`src/hw/vec_pkg.sv`:
```
/*
 * Vector coprocessor shared definitions
 * Sizes, element and index types, opcodes and the structs passed
 * between dispatcher, sequencer, lanes and slide unit.
 */
package vec_pkg;

  ////////////////////////////////////////
  // Sizes
  ////////////////////////////////////////

  localparam int unsigned NrLanes      = 4;
  localparam int unsigned ElemWidth    = 32;
  localparam int unsigned NrVRegs      = 8;
  localparam int unsigned VLenElems    = 16;
  // Element i sits in lane i mod NrLanes, slot i div NrLanes
  localparam int unsigned SlotsPerLane = VLenElems / NrLanes;

  ////////////////////////////////////////
  // Types
  ////////////////////////////////////////

  typedef logic [ElemWidth-1:0]            elem_t;
  typedef logic [$clog2(NrVRegs)-1:0]      vreg_idx_t;
  typedef logic [$clog2(SlotsPerLane)-1:0] slot_idx_t;

  typedef enum logic [2:0] {
    VID,
    VADD_VV,
    VADD_VX,
    VSLIDE1UP,
    VMV_XS
  } vec_op_e;

  // Instruction as sent by the core
  typedef struct packed {
    vec_op_e   op;
    vreg_idx_t vd;
    vreg_idx_t vs1;
    vreg_idx_t vs2;
    elem_t     scalar;
  } vec_insn_t;

  // Issue request towards the PEs
  typedef struct packed {
    vec_op_e   op;
    vreg_idx_t vd;
    vreg_idx_t vs1;
    vreg_idx_t vs2;
    elem_t     scalar;
  } pe_req_t;

  // One write into a lane's register bank
  typedef struct packed {
    slot_idx_t slot;
    vreg_idx_t vd;
    elem_t     data;
  } vrf_wr_t;

  typedef enum logic {
    PeLanes,
    PeSlide
  } pe_sel_e;

endpackage

```
`src/hw/vec_slide_unit.sv`:
```
`timescale 1ns/10ps

/*
 * Slide unit
 * Moves elements one position up across the lanes for VSLIDE1UP and
 * returns element 0 of a register to the core for VMV_XS.
 */
module vec_slide_unit import vec_pkg::*; (
  input  logic                  clk_i,
  input  logic                  rst_n_i,
  input  pe_req_t               pe_req_i,
  input  logic                  req_valid_i,
  output logic                  ready_o,
  output logic                  done_o,
  output vreg_idx_t             rd_reg_o,
  output slot_idx_t             rd_slot_o,
  input  elem_t   [NrLanes-1:0] rd_data_i,
  output logic    [NrLanes-1:0] wr_valid_o,
  output vrf_wr_t [NrLanes-1:0] wr_o,
  input  logic    [NrLanes-1:0] wr_gnt_i,
  output logic                  scalar_valid_o,
  output elem_t                 scalar_data_o
);

  typedef enum logic [1:0] {
    SlIdle,
    SlSlide,
    SlRead
  } sl_state_e;

  sl_state_e             state_q;
  pe_req_t               req_q;
  slot_idx_t             slot_q;
  logic                  first_q;
  logic    [NrLanes-1:0] pend_q;
  elem_t   [NrLanes-1:0] src_q;
  elem_t   [NrLanes-1:0] src;
  elem_t                 carry_q;
  logic                  slot_done;

  assign ready_o   = (state_q == SlIdle);
  assign rd_reg_o  = req_q.vs2;
  assign rd_slot_o = slot_q;

  // Source row is sampled on the first cycle of a slot, so partial
  // grants on an in-place slide do not see their own writes
  assign src        = first_q ? rd_data_i : src_q;
  assign wr_valid_o = (state_q == SlSlide) ? pend_q : '0;
  assign slot_done  = (state_q == SlSlide) && ((pend_q & ~wr_gnt_i) == '0);

  always_comb begin
    wr_o[0].slot = slot_q;
    wr_o[0].vd   = req_q.vd;
    // Lane 0 takes the scalar, or the top lane's element of the slot below
    wr_o[0].data = (slot_q == '0) ? req_q.scalar : carry_q;
    for (int l = 1; l < NrLanes; l++) begin
      wr_o[l].slot = slot_q;
      wr_o[l].vd   = req_q.vd;
      wr_o[l].data = src[l-1];
    end
  end

  always_ff @(posedge clk_i) begin
    if (!rst_n_i) begin
      state_q        <= SlIdle;
      slot_q         <= '0;
      first_q        <= 1'b0;
      pend_q         <= '0;
      done_o         <= 1'b0;
      scalar_valid_o <= 1'b0;
    end else begin
      done_o         <= 1'b0;
      scalar_valid_o <= 1'b0;
      case (state_q)
        SlIdle: begin
          if (req_valid_i) begin
            slot_q  <= '0;
            first_q <= 1'b1;
            pend_q  <= '1;
            state_q <= (pe_req_i.op == VMV_XS) ? SlRead : SlSlide;
          end
        end
        SlSlide: begin
          first_q <= 1'b0;
          pend_q  <= pend_q & ~wr_gnt_i;
          // Advance once every lane took its write
          if (slot_done) begin
            first_q <= 1'b1;
            pend_q  <= '1;
            slot_q  <= slot_q + 1'b1;
            if (slot_q == slot_idx_t'(SlotsPerLane - 1)) begin
              state_q <= SlIdle;
              done_o  <= 1'b1;
            end
          end
        end
        SlRead: begin
          state_q        <= SlIdle;
          done_o         <= 1'b1;
          scalar_valid_o <= 1'b1;
        end
        default: begin
          state_q <= SlIdle;
        end
      endcase
    end
  end

  always_ff @(posedge clk_i) begin
    if (ready_o && req_valid_i) begin
      req_q <= pe_req_i;
    end
    if (first_q) begin
      src_q <= rd_data_i;
    end
    if (slot_done) begin
      carry_q <= src[NrLanes-1];
    end
    if (state_q == SlRead) begin
      scalar_data_o <= rd_data_i[0];
    end
  end

endmodule

```
`config.mk`:
```
export PLATFORM = sky130hd
export DESIGN_NAME = vec_slide_unit
export DESIGN_NICKNAME = d
export VERILOG_FILES = /design/src/hw/vec_pkg.sv /design/src/hw/vec_slide_unit.sv
export SDC_FILE = /design/constraint.sdc
export NUM_CORES = 1
export LEC_CHECK = 0
export ABC_CLOCK_PERIOD_IN_PS = 6100
export BUFFER_PORTS_ARGS = -buffer_cell sky130_fd_sc_hd__buf_2
export CORE_AREA = 2 2 145 147
export CTS_BUF_LIST = sky130_fd_sc_hd__clkbuf_16
export DETAILED_ROUTE_END_ITERATION = 10
export DIE_AREA = 0 0 147 149
export GPL_ROUTABILITY_DRIVEN = 0
export PLACE_DENSITY = 0.76
export SKIP_CTS_REPAIR_TIMING = 1
export SYNTH_ARGS = -nofsm -noshare
export SYNTH_HDL_FRONTEND = slang
export SYNTH_SLANG_ARGS = --single-unit
```
`constraint.sdc`:
```
create_clock -name clk_i -period 6.1 [get_ports clk_i]
set_clock_uncertainty 0.1 [all_clocks]
set_input_delay 0.61 -clock clk_i [delete_from_list [all_inputs] [get_ports clk_i]]
set_output_delay 0.61 -clock clk_i [all_outputs]
set_load 0.01 [all_outputs]
```
Word-level counts from Yosys, hierarchy flattened. Cells that the tools add are included.

Eq/ne operators: 7. Bitwise operators: 2. Mux-type cells: 21. Reduce and logical (&&, ||, !) cells: 9. $add $sub $neg: 1.

Operators with widths (count): $mux 128 (1); $mux 32 (1); $mux 2 (6); $mux 4 (3); $pmux 2 s2 (2); $pmux 4 s2 (1); $reduce_and 3->1 (2); $mux 1 (5); $and 4x4->4 (1); $eq 2x2->1 const B (2); $logic_not 2->1 (2); $logic_not 4->1 (1); $ne 2x2->1 const B (2); $not 4->4 (1); $pmux 1 s2 (2); $eq 3x3->1 const B (1); $add 2x1->2 const B (1); $eq 2x1->1 const B (1); $logic_and 1x1->1 (2); $ne 2x1->1 const B (1); $reduce_and 2->1 (1); $reduce_bool 2->1 (1).

Flip-flop bits (word level): 241. Word-level logic and storage cells: 55. Input port bits: 179. Output and inout bits: 192.

Longest topological paths before layout.
Word-level depth: 6. Mapped depth: 6. Depth with buffers taken out: 6.

Worst setup path before layout. No wires, ideal clock.

Kind: in2reg. Start point: input port wr_gnt_i[2]. End point: register carry_q[0] (enable). Slack: 3.953 ns. Library setup time: 0.387 ns. Required time: 5.613 ns. Path buffers: 0. Cell stages on the path: 4. Data arrival time: 1.660 ns. Path through: nand2b_2 -> o2111a_1 -> nand2_1 -> inv_1.

Word-level cells in the longest chain between the ends: 4.

RTL lines: from (decl) (line vec_slide_unit.sv:20) `input logic [NrLanes-1:0] wr_gnt_i,`; $not 4->4 (line vec_slide_unit.sv:49) `assign slot_done = (state_q == SlSlide) && ((pend_q & ~wr_gnt_i) == '0);`; $and 4x4->4 (line vec_slide_unit.sv:49); $logic_not 4->1 (line vec_slide_unit.sv:49); $logic_and 1x1->1 (line vec_slide_unit.sv:49); via slot_done (line vec_slide_unit.sv:39) `logic slot_done;`; to (signal assigned) (line vec_slide_unit.sv:117) `carry_q <= src[NrLanes-1];`; to (decl) (line vec_slide_unit.sv:38) `elem_t carry_q;`.

The timed path passes the listed nets, and every way through them passes these cells. A chain may end at the register's enable or synchronous reset.

==> flow_metrics.py <==
metrics = {
    "routing": {
        "drt_iter0_markers": 130,
        "drt-total-wl_um": 18350,
        "first_pass_iters": 4,
        "avgRoutedWirePerCell_um": 15.86,
        "ant_nets": 0,
        "drc": 0,
        "vias_per_cell": 4.548,
        "vias": 5262,
    },
    "setup_path": {
        "slowest_stage": "dfxtp_4",
        "end_kind": "output port",
        "r2r_setup_slack_ns": 3.84,
        "crit_type": "register to output port",
        "arrival_ns": 2.59,
        "cp.depth": 3,
        "required_ns": 5.39,
        "r2r-start": "first_q$_SDFFE_PN0P_",
        "critPathMaxStageDelay_ns": 0.91,
        "worst-r2r-cell-count": 2,
        "crit_path_max_fanout": 69,
        "startpoint": "first_q$_SDFFE_PN0P_",
        "crit_buf_inv": 2,
        "startpoint_type": "register",
        "path_cells": "buf_4 -> mux2_2 -> buf_2",
        "path_delay_family": "flip-flops",
        "r2r_end": "carry_q[9]$_DFFE_PP_",
    },
    "power": {
        "power.internal_mw": 3.859,
        "seqPwrFrac_pct": 45.7,
        "p_switching_mw": 1.540,
        "combPwrFrac_pct": 29.0,
        "power.total_mw": 5.398,
        "clock_power_share_pct": 25.2,
        "p_sw_share_pct": 28.52,
        "powerDensity_mw_per_mm2": 487.8,
        "ir_drop_uv": 300.7,
        "leakagePower_nw": 4.809,
    },
    "logic_synthesis": {
        "synth_flop_cell": "dfxtp_1",
        "synth_area_leader_cell": "edfxtp_1",
        "synth_top_area_share_pct": 33.34,
        "ys_types": 31,
        "synth-seq-cells": 241,
        "ys_seq_area_share_pct": 63.63,
        "synth.net_count": 786,
        "synthTopCellsByArea": "edfxtp_1 (33%), dfxtp_1 (30%), mux2_2 (19%)",
        "synth_most_common_cell": "mux2_2",
        "syn_inst": 602,
        "synth-edff-count": 102,
        "ys_warn_count": 0,
        "synth_area_mm2": 0.009186,
        "synth.avg_cell_area_um2": 15.26,
        "synthTopCellsByCount": "mux2_2 (159), dfxtp_1 (139), buf_4 (124)",
        "async_reset_ff_share_pct": 0,
    },
    "floorplan": {
        "dieArea_mm2": 0.02190,
        "die_w_um": 147,
        "ios": 371,
        "rows": 53,
        "core_mm2": 0.02056,
        "start_util_pct": 44.69,
        "die_y_um": 149,
    },
    "timing": {
        "final.hold.worst_slack_ns": 0.1637,
        "slew_headroom_pct": 37.55,
        "finalSetupViolations": 0,
        "timing_hold_violations_final": 0,
        "slew_violations": 0,
        "rsz0062_at_grt": "no",
        "totalNegativeSetupSlack_ns": 0,
        "fmax_ghz": 0.3033,
        "finalCritPeriodShare_pct": 54.06,
        "layout_min_cycle_time_ns": 3.297,
        "worstMarginPinSlew_ns": 0.9368,
    },
    "grt": {
        "grt.overflow.total": 0,
        "grt_max_degree": 70,
        "grt_util_all_layers_pct": 15.80,
        "antenna_found_initial": 3,
        "grt_first_pass_wirelength_um": 27670,
        "grt_pass1_vias": 5361,
    },
    "clock_network": {
        "cts-root-buf": "clkbuf_16",
        "insertion_delay_ns": 0.51,
        "htree_levels": 1,
        "cts_tree": "yes",
        "clk_path_buf_depth": 3,
        "clock_sinks": 241,
        "cts_buffers": 26,
        "clk_pin_slew_ns": 0.06,
    },
    "place": {
        "port_buffers": 367,
        "dpl.hpwl_um": 13440,
    },
    "hold_path": {
        "min_from": "pe_req_i[17]",
        "hold_end": "req_q[17]$_DFFE_PP_",
        "hold_path_class": "primary input to register",
        "min_path_cells": 1,
    },
    "cells_and_area": {
        "syn_to_final_growth_pct": 20.46,
        "layout-drive-gt1-share_pct": 65.19,
        "fin_nets": 1046,
        "antenna_cells": 0,
        "final_util_pct": 53.83,
    },
    "job": {
        "drv_cap": 0,
    },
    "status": {
        "status": "completed",
    },
}
power by group through the flow:
stage                     clock network (mW)  registers, mW  logic (mW)
final                                   1.36           2.47        1.57
after global routing                    1.47           2.53        1.70
after CTS                               1.40           2.48        1.59
after detailed placement                   0           2.51        1.59
after global placement                     0           2.48        1.55
after floorplan                            0           2.42        1.54
cell families after synthesis:
| kind of cell | after synthesis | share of synthesized area [%] |
|---|---|---|
| buf+inv | 147 | 12.20 |
| mux | 163 | 19.95 |
| compound gates | 15 | 1.811 |
| fa+ha+maj | 5 | 0.6810 |
| simple gates | 31 | 1.716 |
| flops | 241 | 63.63 |
metrics by stage:
| stage | setup slack [ns] | instance area [µm²] | std cells |
|---|---|---|---|
| 3_3_place_gp | 3.259 | 10310 | 1109 |
| 6_report | 2.803 | 11070 | 1157 |
| 4_1_cts | 2.721 | 11070 | 1157 |
| 5_1_grt | 2.637 | 11070 | 1157 |
| 2_1_floorplan | 3.953 | 9186 | 602 |
| 3_5_place_dp | 3.282 | 10310 | 1109 |
layout make-up:
type,count,area (µm²)
tap,275,344.1
clock buffer,26,650.6
multi-input combinational,214,2222
inverter,8,30.03
sequential,241,5849
fill,1727,9492
timing repair buffer,371,1867
clock inverter,22,102.6
registers in the layout, summed over array words and instances, names as in the netlist:
| name | cells |
|---|---|
| src_q | 128 |
| state_q | 2 |
| wr_o | 3 |
| carry_q | 32 |
| done_o | 1 |
| req_q | 32 |
| scalar_data_o | 32 |
| rd_reg_o | 3 |
| scalar_valid_o | 1 |
| first_q | 1 |
| pend_q | 4 |
| rd_slot_o | 2 |
layout by cell type (no fill, tap or decap):
cell type and n:
dfxtp_4 1, nand4_1 1, nand3_1 3, a31oi_1 1, a21boi_2 4, clkinv_8 1, nand2b_2 3, inv_1 18
nor2_1 2, nand2_1 15, mux2i_1 2, nand2b_1 1, a21oi_4 1, and2_4 1, clkinv_1 8, o22ai_1 2
mux2_1 2, a21oi_2 1, mux2_2 159, buf_4 4, a21oi_1 1, edfxtp_1 102, clkinv_2 2, o21a_1 1
dfxtp_1 138, buf_2 367, ha_1 4, clkinv_4 1, o2111ai_4 1, a21o_4 1, o2111a_1 1, and2_1 5
o22ai_2 1, clkbuf_16 26, ha_2 1
worst max-delay path by stage:
| stage | endpoint | slack (ns) |
|---|---|---|
| 2_1_floorplan | carry_q[0]$_DFFE_PP_ | 3.95 |
| 3_3_place_gp | wr_o[140] | 3.26 |
| 3_5_place_dp | wr_o[77] | 3.28 |
| 4_1_cts | wr_o[77] | 2.72 |
| 5_1_grt | wr_o[77] | 2.64 |
| 6_report | wr_o[77] | 2.80 |
per-layer routing:
layer | global-route usage [%] | part of all wire [%] | vias up
met3 | 5.933 | 10 | 30
li1 | - | - | 2511
met2 | 28.97 | 50 | 245
met1 | 17.19 | 38 | 2472
met4 | 4.327 | 1.7 | 4
met5 | 0 | 0.11 | -
(Power assumes the default switching activity.)
