--- src/hw/vec_pkg.sv ---
/*
 * Vector coprocessor shared definitions
 * Sizes, element and index types, opcodes and the structs passed
 * between dispatcher, sequencer, lanes and slide unit.
 */
package vec_pkg;

  ////////////////////////////////////////
  // Sizes
  ////////////////////////////////////////

  localparam int unsigned NrLanes      = 4;
  localparam int unsigned ElemWidth    = 32;
  localparam int unsigned NrVRegs      = 8;
  localparam int unsigned VLenElems    = 16;
  // Element i sits in lane i mod NrLanes, slot i div NrLanes
  localparam int unsigned SlotsPerLane = VLenElems / NrLanes;

  ////////////////////////////////////////
  // Types
  ////////////////////////////////////////

  typedef logic [ElemWidth-1:0]            elem_t;
  typedef logic [$clog2(NrVRegs)-1:0]      vreg_idx_t;
  typedef logic [$clog2(SlotsPerLane)-1:0] slot_idx_t;

  typedef enum logic [2:0] {
    VID,
    VADD_VV,
    VADD_VX,
    VSLIDE1UP,
    VMV_XS
  } vec_op_e;

  // Instruction as sent by the core
  typedef struct packed {
    vec_op_e   op;
    vreg_idx_t vd;
    vreg_idx_t vs1;
    vreg_idx_t vs2;
    elem_t     scalar;
  } vec_insn_t;

  // Issue request towards the PEs
  typedef struct packed {
    vec_op_e   op;
    vreg_idx_t vd;
    vreg_idx_t vs1;
    vreg_idx_t vs2;
    elem_t     scalar;
  } pe_req_t;

  // One write into a lane's register bank
  typedef struct packed {
    slot_idx_t slot;
    vreg_idx_t vd;
    elem_t     data;
  } vrf_wr_t;

  typedef enum logic {
    PeLanes,
    PeSlide
  } pe_sel_e;

endpackage

--- src/hw/vec_sequencer.sv ---
`timescale 1ns/10ps

/*
 * Vector sequencer
 * Register scoreboard and issue of instructions to the lane adders or
 * to the slide unit. Both targets may hold one instruction each.
 */
module vec_sequencer import vec_pkg::*; (
  input  logic               clk_i,
  input  logic               rst_n_i,
  input  pe_req_t            insn_i,
  input  logic               insn_valid_i,
  output logic               insn_ready_o,
  output pe_req_t            pe_req_o,
  output logic               lane_req_valid_o,
  input  logic               lane_ready_i,
  output logic               slide_req_valid_o,
  input  logic               slide_ready_i,
  input  logic [NrLanes-1:0] lane_done_i,
  input  logic               slide_done_i,
  output logic               idle_o
);

  logic [NrVRegs-1:0] lane_busy_q;
  logic [NrVRegs-1:0] slide_busy_q;
  logic [NrVRegs-1:0] use_mask;
  logic [NrLanes-1:0] lane_done_q;
  pe_sel_e            target;
  logic               hazard;
  logic               lane_free;
  logic               slide_free;
  logic               xfer;
  logic               lanes_done;

  // Registers touched by the incoming instruction
  always_comb begin
    use_mask = '0;
    case (insn_i.op)
      VID: begin
        use_mask[insn_i.vd] = 1'b1;
      end
      VADD_VV: begin
        use_mask[insn_i.vd]  = 1'b1;
        use_mask[insn_i.vs1] = 1'b1;
        use_mask[insn_i.vs2] = 1'b1;
      end
      VMV_XS: begin
        use_mask[insn_i.vs2] = 1'b1;
      end
      default: begin
        use_mask[insn_i.vd]  = 1'b1;
        use_mask[insn_i.vs2] = 1'b1;
      end
    endcase
  end

  assign target     = (insn_i.op inside {VSLIDE1UP, VMV_XS}) ? PeSlide : PeLanes;
  assign hazard     = |(use_mask & (lane_busy_q | slide_busy_q));
  assign lane_free  = ~|lane_busy_q;
  assign slide_free = ~|slide_busy_q;

  assign pe_req_o          = insn_i;
  assign lane_req_valid_o  = insn_valid_i & ~hazard & lane_free & (target == PeLanes);
  assign slide_req_valid_o = insn_valid_i & ~hazard & slide_free & (target == PeSlide);
  assign insn_ready_o = ~hazard & ((target == PeLanes) ? (lane_free & lane_ready_i)
                                                       : (slide_free & slide_ready_i));
  assign xfer = insn_valid_i & insn_ready_o;

  // Lanes may finish on different cycles under write contention
  assign lanes_done = ~lane_free & (&(lane_done_q | lane_done_i));

  always_ff @(posedge clk_i) begin
    if (!rst_n_i) begin
      lane_busy_q  <= '0;
      slide_busy_q <= '0;
      lane_done_q  <= '0;
    end else begin
      if (lanes_done) begin
        lane_busy_q <= '0;
        lane_done_q <= '0;
      end else begin
        lane_done_q <= lane_done_q | lane_done_i;
      end
      if (slide_done_i) begin
        slide_busy_q <= '0;
      end
      if (xfer && target == PeLanes) begin
        lane_busy_q <= use_mask;
      end
      if (xfer && target == PeSlide) begin
        slide_busy_q <= use_mask;
      end
    end
  end

  assign idle_o = ~|(lane_busy_q | slide_busy_q) & ~insn_valid_i;

endmodule

--- config.mk ---
export PLATFORM = sky130hd
export DESIGN_NAME = vec_sequencer
export DESIGN_NICKNAME = d
export VERILOG_FILES = /design/src/hw/vec_pkg.sv /design/src/hw/vec_sequencer.sv
export SDC_FILE = /design/constraint.sdc
export NUM_CORES = 1
export LEC_CHECK = 0
export BUFFER_PORTS_ARGS = -buffer_cell sky130_fd_sc_hd__buf_2
export CORE_AREA = 2 2 80 82
export DETAILED_ROUTE_END_ITERATION = 10
export DIE_AREA = 0 0 82 84
export SYNTH_ARGS = -nofsm -noshare
export SYNTH_HDL_FRONTEND = slang
export SYNTH_SLANG_ARGS = --single-unit
--- constraint.sdc ---
create_clock -name clk_i -period 2.45 [get_ports clk_i]
set_input_delay 0.49 -clock clk_i [delete_from_list [all_inputs] [get_ports clk_i]]
set_output_delay 0.49 -clock clk_i [all_outputs]
set_load 0.03 [all_outputs]
# After elaboration in Yosys (flattened, before gate mapping)
# Cells that the tools add are included.
word_totals:
  word_cells: 64
  input_bits: 54
  out_inout_bits: 48
  register_bits: 20
op_classes:
  order_cmp: 6
  n_reduce_logical: 18
  n_mux: 13
  n_eq_ne: 3
  bitwise_logic: 21
ops:
  columns: ["cell", "n"]
  rows:
  - ["$mux W8", 4]
  - ["$or A8 B8 Y8", 4]
  - ["$reduce_or A8 Y1", 4]
  - ["$pmux W8 S3", 1]
  - ["$lt A3 B4 Y1 const B", 3]
  - ["$and A1 B1 Y1", 11]
  - ["$demux W1 S3", 3]
  - ["$ge A3 B1 Y1 const B", 3]
  - ["$and A8 B8 Y8", 1]
  - ["$reduce_bool A2 Y1", 3]
  - ["$logic_and A1 B1 Y1", 5]
  - ["$mux W1", 5]
  - ["$not A1 Y1", 4]
  - ["$or A4 B4 Y4", 1]
  - ["$reduce_and A4 Y1", 1]
  - ["$eq A3 B1 Y1 const B", 1]
  - ["$eq A3 B2 Y1 const B", 1]
  - ["$eq A3 B3 Y1 const B", 1]
  - ["$logic_not A1 Y1", 3]
  - ["$logic_not A3 Y1", 1]
  - ["$reduce_or A2 Y1", 1]

# Logic depth before layout (Yosys ltp)
logic_depth:
  depth_word: 14
  depth_mapped: 7
  mapped_depth_nobuf: 6

# Least setup slack after synthesis
# OpenSTA, ideal clock, no wires.
synth_path:
  kind: "input to output"
  start: "input insn_i[43] (netlist name)"
  end: "output insn_ready_o"
  n_path_buf: 1
  required_ns: 1.960
  arrival_ns: 2.769
  setup_slack_ns: -0.809
  path_stages: 7
  cell_sequence: "buf_4 > and4bb_1 > a222oi_1 > nor2_1 > a221oi_4 > nand2_1 > nor4b_1"
synth_via:
  elab_chain_len: 6
  elab_cells_between_ends: 12
  classes_between: "eq/ne: 3; mux: 3; bitwise: 3; reduce/logical: 3"
synth_lines:
  columns: ["item", "line", "source"]
  rows:
  - ["start, declared", "vec_sequencer.sv:11", "input pe_req_t insn_i,"]
  - ["$eq A3 B3 Y1, or another cell as far along", "vec_sequencer.sv:38, vec_sequencer.sv:57", null]
  - ["$pmux W8 S3", "vec_sequencer.sv:38", "case (insn_i.op)"]
  - ["$and A8 B8 Y8", "vec_sequencer.sv:58", "assign hazard = |(use_mask & (lane_busy_q | slide_busy_q));"]
  - ["$reduce_or A8 Y1", "vec_sequencer.sv:58", null]
  - ["$not A1 Y1", "vec_sequencer.sv:65", "assign insn_ready_o = ~hazard & ((target == PeLanes) ? (lane_free & lane_ready_i)"]
  - ["$and A1 B1 Y1 *", "vec_sequencer.sv:65", null]
  - ["end, declared", "vec_sequencer.sv:13", "output logic insn_ready_o,"]
# Mark *: on every way between the ends. The rest lies on a longest branch, timed or not.

# Worst setup path in the final report
layout_path:
  start: "input insn_i[38] (netlist name)"
  end: "output slide_req_valid_o"
layout_via:
  elab_chain_len: 13
  elab_cells_between_ends: 15
  classes_between: "order compare: 2; mux: 3; bitwise: 8; reduce/logical: 2"
layout_lines:
  columns: ["item", "line", "source"]
  rows:
  - ["$lt A3 B4 Y1 (not written as such) or $ge A3 B1 Y1 (tied branches)", "vec_sequencer.sv:40, vec_sequencer.sv:43, vec_sequencer.sv:51", null]
  - ["$logic_and A1 B1 Y1 (not written as such)", "vec_sequencer.sv:40, vec_sequencer.sv:43, vec_sequencer.sv:51", null]
  - ["$mux W1 (not written as such)", "vec_sequencer.sv:40, vec_sequencer.sv:43, vec_sequencer.sv:51", null]
  - ["$demux W1 S3 *", "vec_sequencer.sv:40, vec_sequencer.sv:43, vec_sequencer.sv:51", null]
  - ["$or A8 B8 Y8 (no line) (2 in a row)", null, null]
  - ["$pmux W8 S3 *", "vec_sequencer.sv:38", null]
  - ["$and A8 B8 Y8 *", "vec_sequencer.sv:58", null]
  - ["$reduce_or A8 Y1 *", "vec_sequencer.sv:58", null]
  - ["$not A1 Y1 *", "vec_sequencer.sv:64", "assign slide_req_valid_o = insn_valid_i & ~hazard & slide_free & (target == PeSlide);"]
  - ["$and A1 B1 Y1 * (3 in a row)", "vec_sequencer.sv:64", null]
  - ["end, declared", "vec_sequencer.sv:17", "output logic slide_req_valid_o,"]
# Marked as above.

==> flow_summary.json <==
{
  "status": "finished with violations",
  "violations": "setup timing",
  "grt_max_degree": 13,
  "min_path_cells": 1,
  "gr-usage-met1_pct": 22.4,
  "diodes": 0,
  "worstHoldStart": "lane_done_q[2]",
  "cpPeakStageDelay_ns": 0.34,
  "cts_made_buffers": 3,
  "rsz0062_at_grt": "true",
  "r2r_slack_ns": 0.27,
  "finalHoldViolCount": 0,
  "power.density_nw_per_um2": 383,
  "rows": 29,
  "ctsHoldBuffers": 0,
  "synth-edff-count": 0,
  "worstReg2RegStart": "lane_busy_q[4]",
  "antenna_found_initial": 0,
  "slowest_stage": "a222oi_1",
  "use_met2_pct": 25.5,
  "synth_area_per_cell_um2": 7.90,
  "drv_slew": 0,
  "cts.clk_slew.worst_paths_ns": 0.06,
  "drc_errors": 0,
  "final_common_cell": "buf_4",
  "fin_crit_sh_pct": 110,
  "dieArea_um2": 6890,
  "synth_seq_cells": 20,
  "first_pass_iters": 5,
  "power_leakage_nw": 1.01,
  "ir_worst_vdd_mv": 0.328,
  "relSlewSlack_pct": 59.9,
  "core_um2": 6100,
  "ant_nets": 0,
  "grt_pass1_vias": 1819,
  "power_w": 0.000933,
  "synth_fp_nets": 278,
  "numClockSinks": 20,
  "nNetsFinal": 332,
  "final_util_pct": 40.0,
  "ys_warn_count": 0,
  "portBuffers": 37,
  "synthArstFlopShare_pct": 0,
  "synth.distinct_cells": 46,
  "die_w_um": 82,
  "finalSetupTns_ns": -0.692,
  "area_growth_pct": 37.7,
  "stdcell_area_um2": 2440,
  "synth_ff_type": "dfxtp_1",
  "clockBufferDepth": 2,
  "worstSetupEndpointType": "output port",
  "drive_gt1_share_pct": 48.9,
  "finalWeightedCongestion": 0.931,
  "period_minus_slack_ns": 2.70,
  "root_buffer": "clkbuf_8",
  "max_freq_ghz": 0.370,
  "initial_core_util_pct": 29.0,
  "min_to": "lane_done_q[2]",
  "clk_latency_ns": 0.25,
  "worstPathRequired_ns": 1.96,
  "critPathArrivalTime_ns": 2.21,
  "post-dp-hpwl_um": 4180,
  "crit_type": "primary input to output port",
  "gr-total-overflow": 0,
  "post_dp_cell_area_um2": 2140,
  "htree_levels": 1,
  "rr_worst_depth": 7,
  "final_cells": 353,
  "final.setup_skew_ns": 0.00332,
  "crit_fanout": 6,
  "vias": 1883,
  "grt_pass1_wl_um": 8980,
  "cp-start-kind": "primary input",
  "cts_tree": "built",
  "netlist_instances": 224,
  "final_cell_mix": "buf_4 (61), buf_2 (26), nand2_1 (24), dfxtp_1 (20), nor2_1 (19)",
  "tightest_slew_ns": 0.600,
  "wl_um": 5400,
  "r2r-end": "lane_busy_q[6]",
  "globalRoute.busiestLayer": "met2",
  "hp-class": "register to register",
  "drt_iter0_markers": 144,
  "routedWlPerCell_um": 15.3,
  "cap_violations": 0,
  "die_h_um": 84,
  "setup_viol": 3,
  "synthTopCellsByArea": "dfxtp_1 (23%), buf_4 (19%), nand2_1 (5.3%)",
  "ys_seq_area_share_pct": 22.6,
  "worstPathCellList": "buf_12 > and2_4 > a222oi_1 > buf_4 > o32ai_4 > a221oi_4 > nand3_2 > nor4_4 > buf_6",
  "dp.cells": 342,
  "vias_per_cell": 5.33,
  "synth.cell_area_um2": 1770,
  "grt.total_usage_pct": 16.3,
  "netlist.area_leader.share_pct": 22.6,
  "yosysTopAreaCell": "dfxtp_1",
  "io_pins": 102,
  "met3_usage_pct": 3.68,
  "final.setup.worst_slack_ns": -0.251
}
[how the worst max path moves through the flow]
stage,endpoint,depth (start not counted),start,slack [ns]
3_3_place_gp,slide_req_valid_o,9,insn_i[40],-0.33
6_report,slide_req_valid_o,9,insn_i[38],-0.25
3_5_place_dp,slide_req_valid_o,9,insn_i[40],-0.36
2_1_floorplan,slide_req_valid_o,7,insn_i[40],-0.28
5_1_grt,slide_req_valid_o,9,insn_i[34],-0.33
4_1_cts,slide_req_valid_o,9,insn_i[34],-0.26
[critical path: cells and delay by family]
kind	cells	cell delay [ns]
and+or+nand+nor	3	0.56
AOI/OAI and AO/OA	3	0.69
buffers and inverters	3	0.47
[flip-flops by register name, indices dropped and copies added (netlist names)]
name / count
slide_busy_q: 8
lane_done_q: 4
lane_busy_q: 8
[synthesized netlist by cell type, types with 2 or more instances]
| cell type | count |
|---|---|
| o211ai_1 | 3 |
| a31oi_1 | 3 |
| and4bb_1 | 2 |
| o22ai_1 | 5 |
| and2_1 | 2 |
| nand3_1 | 2 |
| a22oi_1 | 2 |
| nor4_1 | 4 |
| o21ai_0 | 6 |
| clkbuf_1 | 2 |
| or4_1 | 4 |
| or2_2 | 3 |
| nor2b_1 | 8 |
| nor4b_1 | 2 |
| buf_4 | 45 |
| a222oi_1 | 6 |
| o21a_1 | 2 |
| nor3b_1 | 2 |
| o21ai_1 | 16 |
| dfxtp_1 | 20 |
| a221oi_1 | 9 |
| nor3_1 | 3 |
| nand2_1 | 25 |
| buf_6 | 2 |
| inv_1 | 4 |
| nor2_1 | 21 |
| a21oi_1 | 2 |
[cell families after synthesis]
logic type,after synthesis,synth area share [%]
simple gates,88,30.0
compound gates,61,25.2
flops,20,22.6
buf+inv,55,22.1
[through the flow]
stage	hold slack, ns	setup slack, ns
after CTS	0.464	-0.257
final	0.460	-0.251
after floorplan	0.428	-0.281
after global routing	0.460	-0.334
after detailed placement	0.448	-0.358
after global placement	0.435	-0.327
[final cells by class]
type / count / area, µm²
Tap cell: 77 / 96.3
Fill cell: 624 / 3660
Clock buffer: 3 / 41.3
Sequential cell: 20 / 400
Inverter: 4 / 15.0
Multi-Input combinational cell: 149 / 1120
Timing Repair Buffer: 100 / 758
[where the power goes]
group          switching [W]  total, W  internal (W)
combinational       0.000203  0.000386      0.000183
sequential        0.00000944  0.000347      0.000338
clock              0.0000912  0.000200      0.000109
[per-layer routing]
| layer | wire length, µm | vias up |
|---|---|---|
| met5 | 0 | - |
| met2 | 2610 | 82 |
| li1 | - | 902 |
| met3 | 423 | 12 |
| met1 | 2260 | 887 |
| met4 | 114 | 0 |
[repair_timing]
action	in CTS	in global routing
pin swaps	6	5
buffers inserted	7	1
endpoints found under the setup margin	3	3
gates resized for setup	41	10
Note: power is estimated with default switching activity, not from simulation.
