`src/hw/vec_pkg.sv`:
```
/*
 * Vector coprocessor shared definitions
 * Sizes, element and index types, opcodes and the structs passed
 * between dispatcher, sequencer, lanes and slide unit.
 */
package vec_pkg;

  ////////////////////////////////////////
  // Sizes
  ////////////////////////////////////////

  localparam int unsigned NrLanes      = 4;
  localparam int unsigned ElemWidth    = 32;
  localparam int unsigned NrVRegs      = 8;
  localparam int unsigned VLenElems    = 16;
  // Element i sits in lane i mod NrLanes, slot i div NrLanes
  localparam int unsigned SlotsPerLane = VLenElems / NrLanes;

  ////////////////////////////////////////
  // Types
  ////////////////////////////////////////

  typedef logic [ElemWidth-1:0]            elem_t;
  typedef logic [$clog2(NrVRegs)-1:0]      vreg_idx_t;
  typedef logic [$clog2(SlotsPerLane)-1:0] slot_idx_t;

  typedef enum logic [2:0] {
    VID,
    VADD_VV,
    VADD_VX,
    VSLIDE1UP,
    VMV_XS
  } vec_op_e;

  // Instruction as sent by the core
  typedef struct packed {
    vec_op_e   op;
    vreg_idx_t vd;
    vreg_idx_t vs1;
    vreg_idx_t vs2;
    elem_t     scalar;
  } vec_insn_t;

  // Issue request towards the PEs
  typedef struct packed {
    vec_op_e   op;
    vreg_idx_t vd;
    vreg_idx_t vs1;
    vreg_idx_t vs2;
    elem_t     scalar;
  } pe_req_t;

  // One write into a lane's register bank
  typedef struct packed {
    slot_idx_t slot;
    vreg_idx_t vd;
    elem_t     data;
  } vrf_wr_t;

  typedef enum logic {
    PeLanes,
    PeSlide
  } pe_sel_e;

endpackage

```
`src/hw/vec_dispatcher.sv`:
```
`timescale 1ns/10ps

/*
 * Vector dispatcher
 * Four-phase req/ack handshake with the core. Hands each instruction to
 * the sequencer and returns VMV_XS results on core_rdata_o.
 */
module vec_dispatcher import vec_pkg::*; (
  input  logic      clk_i,
  input  logic      rst_n_i,
  // Core side
  input  logic      core_req_i,
  input  vec_insn_t core_insn_i,
  output logic      core_ack_o,
  output elem_t     core_rdata_o,
  // Sequencer side
  output pe_req_t   insn_o,
  output logic      insn_valid_o,
  input  logic      insn_ready_i,
  // Scalar return from the slide unit
  input  logic      scalar_valid_i,
  input  elem_t     scalar_data_i
);

  typedef enum logic [2:0] {
    Idle,
    WaitXfer,
    WaitScalar,
    AckHigh,
    WaitReqLow
  } disp_state_e;

  disp_state_e state_q;
  disp_state_e state_d;
  vec_insn_t   insn_q;
  elem_t       rdata_q;

  ////////////////////////////////////////
  // Handshake FSM
  ////////////////////////////////////////

  always_comb begin
    state_d = state_q;
    case (state_q)
      Idle: begin
        if (core_req_i) begin
          state_d = WaitXfer;
        end
      end
      WaitXfer: begin
        // VMV_XS holds off the ack until its scalar is back
        if (insn_ready_i) begin
          state_d = (insn_q.op == VMV_XS) ? WaitScalar : AckHigh;
        end
      end
      WaitScalar: begin
        if (scalar_valid_i) begin
          state_d = AckHigh;
        end
      end
      AckHigh: begin
        state_d = WaitReqLow;
      end
      WaitReqLow: begin
        if (!core_req_i) begin
          state_d = Idle;
        end
      end
      default: begin
        state_d = Idle;
      end
    endcase
  end

  always_ff @(posedge clk_i) begin
    if (!rst_n_i) begin
      state_q <= Idle;
    end else begin
      state_q <= state_d;
    end
  end

  // Instruction and returned scalar
  always_ff @(posedge clk_i) begin
    if (state_q == Idle && core_req_i) begin
      insn_q <= core_insn_i;
    end
    if (state_q == WaitScalar && scalar_valid_i) begin
      rdata_q <= scalar_data_i;
    end
  end

  assign insn_o       = pe_req_t'(insn_q);
  assign insn_valid_o = (state_q == WaitXfer);
  assign core_ack_o   = (state_q == AckHigh) || (state_q == WaitReqLow);
  assign core_rdata_o = rdata_q;

endmodule

```
`config.mk`:
```
export PLATFORM = sky130hd
export DESIGN_NAME = vec_dispatcher
export DESIGN_NICKNAME = d
export VERILOG_FILES = /design/src/hw/vec_pkg.sv /design/src/hw/vec_dispatcher.sv
export SDC_FILE = /design/constraint.sdc
export NUM_CORES = 1
export LEC_CHECK = 0
export ABC_AREA = 0
export BUFFER_PORTS_ARGS = -buffer_cell sky130_fd_sc_hd__clkbuf_2
export CELL_PAD_IN_SITES_DETAIL_PLACEMENT = 1
export CELL_PAD_IN_SITES_GLOBAL_PLACEMENT = 1
export CORE_UTILIZATION = 30
export CTS_CLUSTER_DIAMETER = 100
export DETAILED_ROUTE_END_ITERATION = 10
export PLACE_DENSITY = 0.84
export SETUP_SLACK_MARGIN = 0.02
export SLEW_MARGIN = 20
export SYNTH_ARGS = -nofsm -noshare
export SYNTH_HDL_FRONTEND = slang
export SYNTH_SLANG_ARGS = --single-unit
```
`constraint.sdc`:
```
create_clock -name clk_i -period 3.8 [get_ports clk_i]
set_clock_uncertainty 0.2 [all_clocks]
set_input_delay 0.76 -clock clk_i [delete_from_list [all_inputs] [get_ports clk_i]]
set_output_delay 0.76 -clock clk_i [all_outputs]
set_load 0.03 [all_outputs]
```
Word-level counts from Yosys, hierarchy flattened
Index checks and enable logic that the tools add are counted.
Widths: inputs -> output; s select.

storage, ports and cells
  output and inout port bits = 78
  bits in registers = 79
  word-level logic and storage cells = 27

operators by class
  equality and inequality tests = 9
  reductions and logical operators = 5
  mux-type cells = 6

operators by type and width
  cell                count
  $pmux 3 s5          1
  $mux 3              4
  $eq 3x2->1 const B  2
  $eq 3x3->1 const B  2
  $ne 2x2->1 const B  3
  $reduce_and 4->1    1
  $eq 3x1->1 const B  1
  $logic_not 3->1     1
  $logic_and 1x1->1   2
  $ne 2x1->1 const B  1
  $logic_or 1x1->1    1
  $mux 1              1

Longest topological paths before layout
Gate-level depths: netlist of the first run.

  depth in word-level cells = 4
  mapped depth = 3

Least setup slack after synthesis of the first run
OpenSTA, ideal clock, no wires.

  path type = input to register
  from = in core_req_i
  to = reg insn_q, in the netlist insn_o[0], enable pin
  setup time = 472 ps
  data arrival time = 3224 ps
  path buffers = 0
  slack = -96 ps
  stages on the path = 1
  cells stage by stage = nor4b_2

on the way
  word-level cells in the longest chain between the ends = 1

RTL lines
  what                  RTL line              RTL
  from (decl)           vec_dispatcher.sv:12  input logic core_req_i,
  $logic_and 1x1->1     vec_dispatcher.sv:85  if (state_q == Idle && core_req_i) begin
  to (signal assigned)  vec_dispatcher.sv:86  insn_q <= core_insn_i;
  to (decl)             vec_dispatcher.sv:35  vec_insn_t insn_q;

Every way passes these cells.
A chain may end at the register's enable or synchronous reset.

Final worst setup path of the first run
  from = reg state_q[0]
  to = out insn_valid_o

on the way
  word-level cells in the longest chain between the ends = 1

RTL lines
  what                    RTL line              RTL
  from (decl)             vec_dispatcher.sv:33  disp_state_e state_q;
  from (signal assigned)  vec_dispatcher.sv:77  state_q <= Idle;
  from (signal assigned)  vec_dispatcher.sv:79  state_q <= state_d;
  $eq 3x1->1              vec_dispatcher.sv:94  assign insn_valid_o = (state_q == WaitXfer);
  to (decl)               vec_dispatcher.sv:18  output logic insn_valid_o,

Every way passes these cells.

==> out/metrics.yaml, run 1 <==
status:
  status: "completed"
clocking:
  cts_resized: 0
  numCtsBuffers: 9
  ctsHoldBuffers: 0
  cts.sinks: 79
  htree_levels: 3
  cts_tree: "done"
  clockBufferDepth: 2
  postCtsSetupBuffers: 0
  cts_root_buf: "clkbuf_8"
  clk_latency_ps: 340
  clk_pin_slew_ps: 80
routing:
  wl_um: 5370
  drc_errors: 0
  via_count: 1565
  drtPass1Iterations: 3
  first_iter_violations: 25
  drtAntennaViolNets: 0
  viasPerCell: 4.18
  wire_per_inst_um: 14.3
flow_run:
  drv_cap: 0
setup_path:
  crit_path_max_incr_delay_ps: 540
  end_kind: "output port"
  critPathArrivalTime_ps: 1370
  slowest_stage: "dfxtp_1"
  required_ps: 2840
  cp_cell_sequence: "nor3b_1, clkbuf_2"
  start_kind: "flop"
  critPathBufInv: 1
  worstSetupPathType: "flop to output port"
  cp_max_fo: 10
  crit_family: "flip-flops"
synth:
  syn_area_um2: 2510
  syn_area_per_cell_um2: 25.6
  yosysTopAreaCell: "edfxtp_1"
  syn_nets: 179
  yosysTopAreaCellShare_pct: 90.9
  ys_seq_elements: 79
  synth_cell_types: 18
  syn_inst: 98
  ys_seq_area_share_pct: 93.3
  ys_warn_count: 0
  ys_top_cells_by_area: "edfxtp_1, dfxtp_1, nand4bb_1, o32ai_2, nand3b_1"
placed_design:
  dp_hpwl_um: 4140
  port_buffers: 158
  dp.cells: 358
  place_congestion: 0.735
sta:
  setup_violations: 0
  fin_tns_setup_ps: 0
  fmax_ghz: 0.429
  min_period_ps: 2330
  fin_crit_sh_pct: 61.3
  worst_pin_slew_ps: 542
  maxSlewViolCount: 0
  hold_viol_final: 0
  rsz0062_at_grt: "false"
  slew_headroom_pct: 63.8
layout:
  final_cell_mix: "clkbuf_2, edfxtp_1, clkbuf_8"
  layout_commonest_cell: "clkbuf_2"
  fin_cells: 374
  fill_cells: 814
  layout.nets: 348
  drive_above_1_share_pct: 65.8
  n_antenna_cell: 0
  synthToLayoutAreaGrowth_pct: 45.8
die:
  core_um2: 7930
  pin_count: 159
  die_area_um2: 8740
  die-height_um: 93.5
  rows: 32
  start_util_pct: 31.7
  die_w_um: 93.5
power:
  cellLeakagePower_nw: 1.55
  irDropWorstVdd_mv: 0.228
  power_density_nw_per_um2: 548
hold_path:
  worstHoldPathType: "flop to flop"
grt:
  grt_pass1_wl_um: 7690
  grt_max_degree: 45
  antenna_found_initial: 0
  grt_use_total_pct: 12.4
  gr-total-overflow: 0
  grt_pass1_vias: 1646
## layout make-up
class,count,area [um2],share of cell area [%]
well taps,102,128,3.49
clock inverters,6,92.6,2.53
flip-flops and latches,79,2340,64.0
repair buffers,160,806,22.0
multi-input cells,17,163,4.45
clock buffers,10,128,3.49
## cell families after synthesis
kind of cell,count (synthesis),share of synthesized area [%]
AOI/OAI and AO/OA,4,1.35
and+or+nand+nor,12,4.19
muxes,1,0.399
buffers and inverters,2,0.748
DFF,79,93.3
## Yosys cell counts
cell type	instances
buf_6	1
nor3_1	1
edfxtp_1	76
nand2b_4	1
nor4b_2	1
o21ai_0	1
nand4bb_1	2
nand3b_1	2
a21oi_1	1
a21boi_1	1
nor3b_1	1
dfxtp_1	3
buf_4	1
o32ai_2	1
nand2b_1	2
nor4bb_1	1
nand2_1	1
mux2i_1	1
## report_power, final
| group | leakage, nW | switching, mW | internal, mW |
|---|---|---|---|
| sequential | 0.732 | 0.0252 | 1.03 |
| combinational | 0.712 | 0.186 | 0.0796 |
| clock | 0.104 | 0.307 | 0.375 |
| total | 1.55 | 0.518 | 1.49 |
## worst min-delay path: stages, from the launching register on
cell and delay [ps]:
edfxtp_1 350, nor4bb_1 60, o32ai_2 80
## per-stage QoR
stage | setup WS [ps] | power (mW) | instance area (um2) | hold slack, ps | utilization, %
after CTS | 1440 | 2.04 | 3660 | 340 | 46.1
after detailed placement | 1650 | 1.35 | 3440 | 321 | 43.4
after floorplan | 134 | 1.24 | 2520 | 373 | -
final | 1470 | 2.00 | 3660 | 331 | 46.1
after global placement | 1690 | 1.34 | 3440 | 308 | 43.4
after global routing | 1380 | 2.08 | 3660 | 359 | 46.1
## per-layer routing
layer  routed length [um]  global-route usage, %  part of all wire [%]  vias to the layer above
met1                 2050                   13.1                    38                      698
met3                  744                   6.18                    14                       12
met4                  164                   8.46                   3.1                        0
li1                     -                      -                     -                      729
met5                    0                      0                     0                        -
met2                 2410                   19.2                    45                      126
## worst paths after layout
check                                        startpoint                       to  slack, ps  cells past startpoint
worst max-delay path            state_q[0]$_SDFFE_PN0P_             insn_valid_o       1470                      2
worst min-delay path               insn_o[42]$_DFFE_PP_  state_q[0]$_SDFFE_PN0P_        330                      2
worst max register to register  state_q[0]$_SDFFE_PN0P_     insn_o[10]$_DFFE_PP_       2000                      2
worst min register to register     insn_o[42]$_DFFE_PP_  state_q[0]$_SDFFE_PN0P_        330                      2
## flip-flops by register name (all words and copies together) (netlist names)
register and flops:
state_q 3, core_rdata_o 32, insn_o 44
Power figures use the tool's default switching activity.
==> run 2, diff against run 1 <==
==> constraint.sdc (replaced) <==
create_clock -name clk_i -period 2 [get_ports clk_i]
set_clock_uncertainty 0.2 [all_clocks]
set_input_delay 0.4 -clock clk_i [delete_from_list [all_inputs] [get_ports clk_i]]
set_output_delay 0.4 -clock clk_i [all_outputs]
set_load 0.03 [all_outputs]
==> run 2 against run 1 <==
Sequential power rose by 90%. Register-to-register slack lost 1600 ps. Core utilization grew 0.13 points. Largest cell class unchanged. Count of clock-buffer cells in the layout is the same. Routed wire length grew 3.3%.
==> out/metrics.yaml, run 2 (synthesis gave the netlist of run 1 again) <==
power:
  power_density_nw_per_um2: 1000
  irDropWorstVdd_mv: 0.485
  cellLeakagePower_nw: 1.54
grt:
  grt_pass1_vias: 1676
  grt_max_degree: 45
  antenna_found_initial: 0
  grt_use_total_pct: 12.5
  grt_pass1_wl_um: 7870
  gr-total-overflow: 0
routing:
  wl_um: 5540
  drc_errors: 0
  wire_per_inst_um: 14.8
  viasPerCell: 4.25
  first_iter_violations: 29
  drtAntennaViolNets: 0
  drtPass1Iterations: 4
  via_count: 1589
sta:
  worst_slack_ps: 140
  fmax_ghz: 0.538
  hold_viol_final: 0
  setup_violations: 0
  slew_headroom_pct: 73.6
  fin_tns_setup_ps: 0
  fin_crit_sh_pct: 93.0
  maxSlewViolCount: 0
  worst_pin_slew_ps: 390
  min_period_ps: 1860
  rsz0062_at_grt: "false"
setup_path:
  worstSetupPathType: "flop to output port"
  critPathArrivalTime_ps: 1260
  start_kind: "flop"
  crit_path_max_incr_delay_ps: 390
  end_kind: "output port"
  slowest_stage: "dfxtp_2"
  required_ps: 1400
  cp_max_fo: 10
  cp_cell_sequence: "nand2b_1, o21ai_0, clkbuf_2"
placed_design:
  dp.cells: 358
  dp_hpwl_um: 4360
  place_area_um2: 3470
  port_buffers: 158
  place_ws_ps: 367
  place_congestion: 0.767
clocking:
  postCtsSetupBuffers: 0
  cts_tree: "done"
  htree_levels: 3
  cts_root_buf: "clkbuf_8"
  clk_latency_ps: 330
  numCtsBuffers: 9
  cts.sinks: 79
  clk_pin_slew_ps: 90
  clockBufferDepth: 2
layout:
  drive_above_1_share_pct: 66.9
  final_area_um2: 3670
  final_cell_mix: "clkbuf_2, edfxtp_1, clkbuf_8"
  fin_cells: 374
  largest_reg_flops: 44
  layout_commonest_cell: "clkbuf_2"
  synthToLayoutAreaGrowth_pct: 46.2
  layout.nets: 348
  n_antenna_cell: 0
die:
  start_util_pct: 31.7
  pin_count: 159
  die_w_um: 93.5
  rows: 32
  die_area_um2: 8740
  core_um2: 7930
  die-height_um: 93.5
flow_run:
  drv_cap: 0
status:
  status: "completed"
hold_path:
  worstHoldPathType: "input port to flop"
==> run 2: changes by cell type in the layout (fill, tap and decap cells not counted), sizes merged <==
| cell | change |
|---|---|
| bufinv | -1 |
| clkinv | +1 |
==> run 2: worst paths after layout <==
kind / slack [ps] / from / to / cells past startpoint
max: 140 / state_q[0]$_SDFFE_PN0P_ / core_ack_o / 3
min: 30 / core_insn_i[31] / insn_o[31]$_DFFE_PP_ / 1
max reg2reg: 450 / state_q[1]$_SDFFE_PN0P_ / insn_o[23]$_DFFE_PP_ / 2
min reg2reg: 360 / insn_o[42]$_DFFE_PP_ / state_q[0]$_SDFFE_PN0P_ / 2
==> run 2: what timing repair did <==
action                     CTS  global route
pin swaps                    0             0
setup endpoints to repair    2             1
hold buffers                 0             0
gates cloned                 0             0
resized for setup            2             1
==> run 2: per-layer routing <==
layer	up-vias	routed length (um)	GRT usage, %
met5	-	0	0
met4	0	50	6.15
met3	6	749	6.34
met2	113	2750	21.2
met1	738	1990	12.7
li1	732	-	-
==> run 2: worst max-delay path: cells and delay by family, from the launching register on <==
kind,cells,cell delay [ps]
flops,1,390
buf+inv,1,220
compound gates,1,140
simple gates,1,170
==> run 2: cell type report <==
cell class / count / area (um2)
sequential: 79 / 2350
clock inverter: 6 / 67.6
tap: 102 / 128
multi-input combinational: 17 / 169
clock buffer: 10 / 128
timing repair buffer: 160 / 831
fill: 823 / 4260
==> run 2: metrics by stage <==
stage / utilization, % / hold WS (ps) / power [mW]
6_report: 46.3 / 34.5 / 3.68
2_1_floorplan: - / 299 / 2.36
4_1_cts: 46.3 / 11.5 / 3.74
3_5_place_dp: 43.8 / 355 / 2.58
5_1_grt: 46.3 / 5.87 / 3.84
3_3_place_gp: 43.8 / 308 / 2.56
==> run 2: where the power goes <==
| group | internal [mW] | switching [mW] | total [mW] |
|---|---|---|---|
| clock network | 0.584 | 0.561 | 1.14 |
| registers | 1.96 | 0.0510 | 2.01 |
| logic | 0.162 | 0.358 | 0.519 |
| total | 2.71 | 0.969 | 3.68 |
==> run 3, diff against run 2 <==
--- a/config.mk
+++ b/config.mk
@@ -13,6 +13,7 @@
 export CTS_CLUSTER_DIAMETER = 100
 export DETAILED_ROUTE_END_ITERATION = 10
 export PLACE_DENSITY = 0.84
+export REMOVE_ABC_BUFFERS = 1
 export SETUP_SLACK_MARGIN = 0.02
 export SLEW_MARGIN = 20
 export SYNTH_ARGS = -nofsm -noshare
==> run 3 against run 2 <==
Sequential share of layout area shrank 0.33 points. Core utilization increased by 0.24 points. Via count decreased by 1.8%. Sequential power about the same. First-iteration DRC count grew 110%. Critical endpoint unchanged. Register-to-register slack hardly changed. Final cell count stayed put. Largest cell class unchanged.
==> out/metrics.yaml, run 3 (synthesis gave the netlist of run 1 again) <==
power:
  p_total_mw: 3.82
  cellLeakagePower_nw: 1.56
  irDropWorstVdd_mv: 0.506
  power_density_nw_per_um2: 1040
layout:
  final_cell_mix: "clkbuf_2, edfxtp_1, clkbuf_8"
  final_area_um2: 3690
  synthToLayoutAreaGrowth_pct: 46.9
  layout.nets: 348
  n_antenna_cell: 0
  final_util_pct: 46.5
  layout_commonest_cell: "clkbuf_2"
  fin_cells: 374
  largest_reg_flops: 44
  drive_above_1_share_pct: 66.9
clocking:
  htree_levels: 3
  cts_root_buf: "clkbuf_8"
  cts.sinks: 79
  ctsHoldBuffers: 0
  clk_latency_ps: 330
  clk_pin_slew_ps: 90
  cts_tree: "done"
  clockBufferDepth: 2
  numCtsBuffers: 9
setup_path:
  reg2reg_from: "state_q[0]$_SDFFE_PN0P_"
  cp_max_fo: 10
  worstSetupPathType: "flop to output port"
  slowest_stage: "dfxtp_2"
  r2r_cells: 2
  end_kind: "output port"
  critPathArrivalTime_ps: 1250
  rrSetupSlack_ps: 450
  required_ps: 1400
  start_kind: "flop"
  r2r-end: "insn_o[22]$_DFFE_PP_"
  cp_cell_sequence: "nand2b_1, o21ai_0, clkbuf_2"
  crit_path_max_incr_delay_ps: 390
sta:
  worst_pin_slew_ps: 333
  fin_crit_sh_pct: 92.3
  fmax_ghz: 0.541
  maxSlewViolCount: 0
  min_period_ps: 1850
  hold_ws_ps: 28.7
  slew_headroom_pct: 77.5
  setup_violations: 0
  rsz0062_at_grt: "false"
  worst_slack_ps: 153
  fin_tns_setup_ps: 0
  hold_viol_final: 0
die:
  start_util_pct: 31.7
  rows: 32
  core_um2: 7930
  pin_count: 159
  die_w_um: 93.5
  die_area_um2: 8740
  die-height_um: 93.5
placed_design:
  place_congestion: 0.798
  port_buffers: 158
  dp_hpwl_um: 4130
  place_ws_ps: 379
  place_area_um2: 3460
  dp.cells: 358
grt:
  antenna_found_initial: 0
  grt_pass1_wl_um: 7930
  grt_use_total_pct: 12.5
  gr-total-overflow: 0
  grt_max_degree: 45
  grt_pass1_vias: 1644
hold_path:
  worstHoldPathType: "input port to flop"
  whs_path_depth: 1
  holdPathEnd: "core_rdata_o[16]$_DFFE_PP_"
  worstHoldStart: "scalar_data_i[16]"
routing:
  drtAntennaViolNets: 0
  drtPass1Iterations: 3
  drc_errors: 0
  via_count: 1561
  first_iter_violations: 62
  wire_per_inst_um: 14.5
  viasPerCell: 4.17
  wl_um: 5410
status:
  status: "completed"
flow_run:
  drv_cap: 0
run 3: changes by cell type in the layout (fill, tap and decap cells not counted), sizes merged:
cell    change
clkinv      -1
bufinv      +1
run 3: worst max-delay path: cells and delay by family (launching register included):
kind | cells | cell delay, ps
compound gates | 1 | 140
buf+inv | 1 | 230
flops | 1 | 390
simple gates | 1 | 150
run 3: layout make-up:
type	count	area (um2)
fill	818	4240
tap	102	128
clock buffer	10	128
multi-input combinational	17	163
clock inverter	6	92.6
timing repair buffer	160	831
sequential	79	2350
run 3: worst max path at each step:
stage,from,end,cells after the start
3_3_place_gp,state_q[0]$_SDFFE_PN0P_,insn_valid_o,2
4_1_cts,state_q[2]$_SDFFE_PN0P_,core_ack_o,3
5_1_grt,state_q[0]$_SDFFE_PN0P_,core_ack_o,3
3_5_place_dp,state_q[0]$_SDFFE_PN0P_,core_ack_o,3
2_1_floorplan,state_q[0]$_SDFFE_PN0P_,insn_o[0]$_DFFE_PP_,1
6_report,state_q[0]$_SDFFE_PN0P_,core_ack_o,3
run 3: report_power, final:
group	total, mW	internal, mW	switching [mW]
logic	0.518	0.162	0.355
clock network	1.29	0.712	0.574
registers	2.01	1.96	0.0504
total	3.82	2.84	0.980
run 3: timing repair:
action	4_1_cts	5_1_grt
gates resized for setup	2	1
buffers inserted	0	0
pin swaps	0	0
setup endpoints to repair	2	1
run 3: routing by layer:
metal | vias up | global-route usage (%) | wire (um)
met1 | 705 | 13.3 | 2100
met4 | 0 | 6.54 | 70
met3 | 8 | 6.34 | 778
li1 | 730 | - | -
met5 | - | 0 | 0
met2 | 118 | 20.3 | 2460
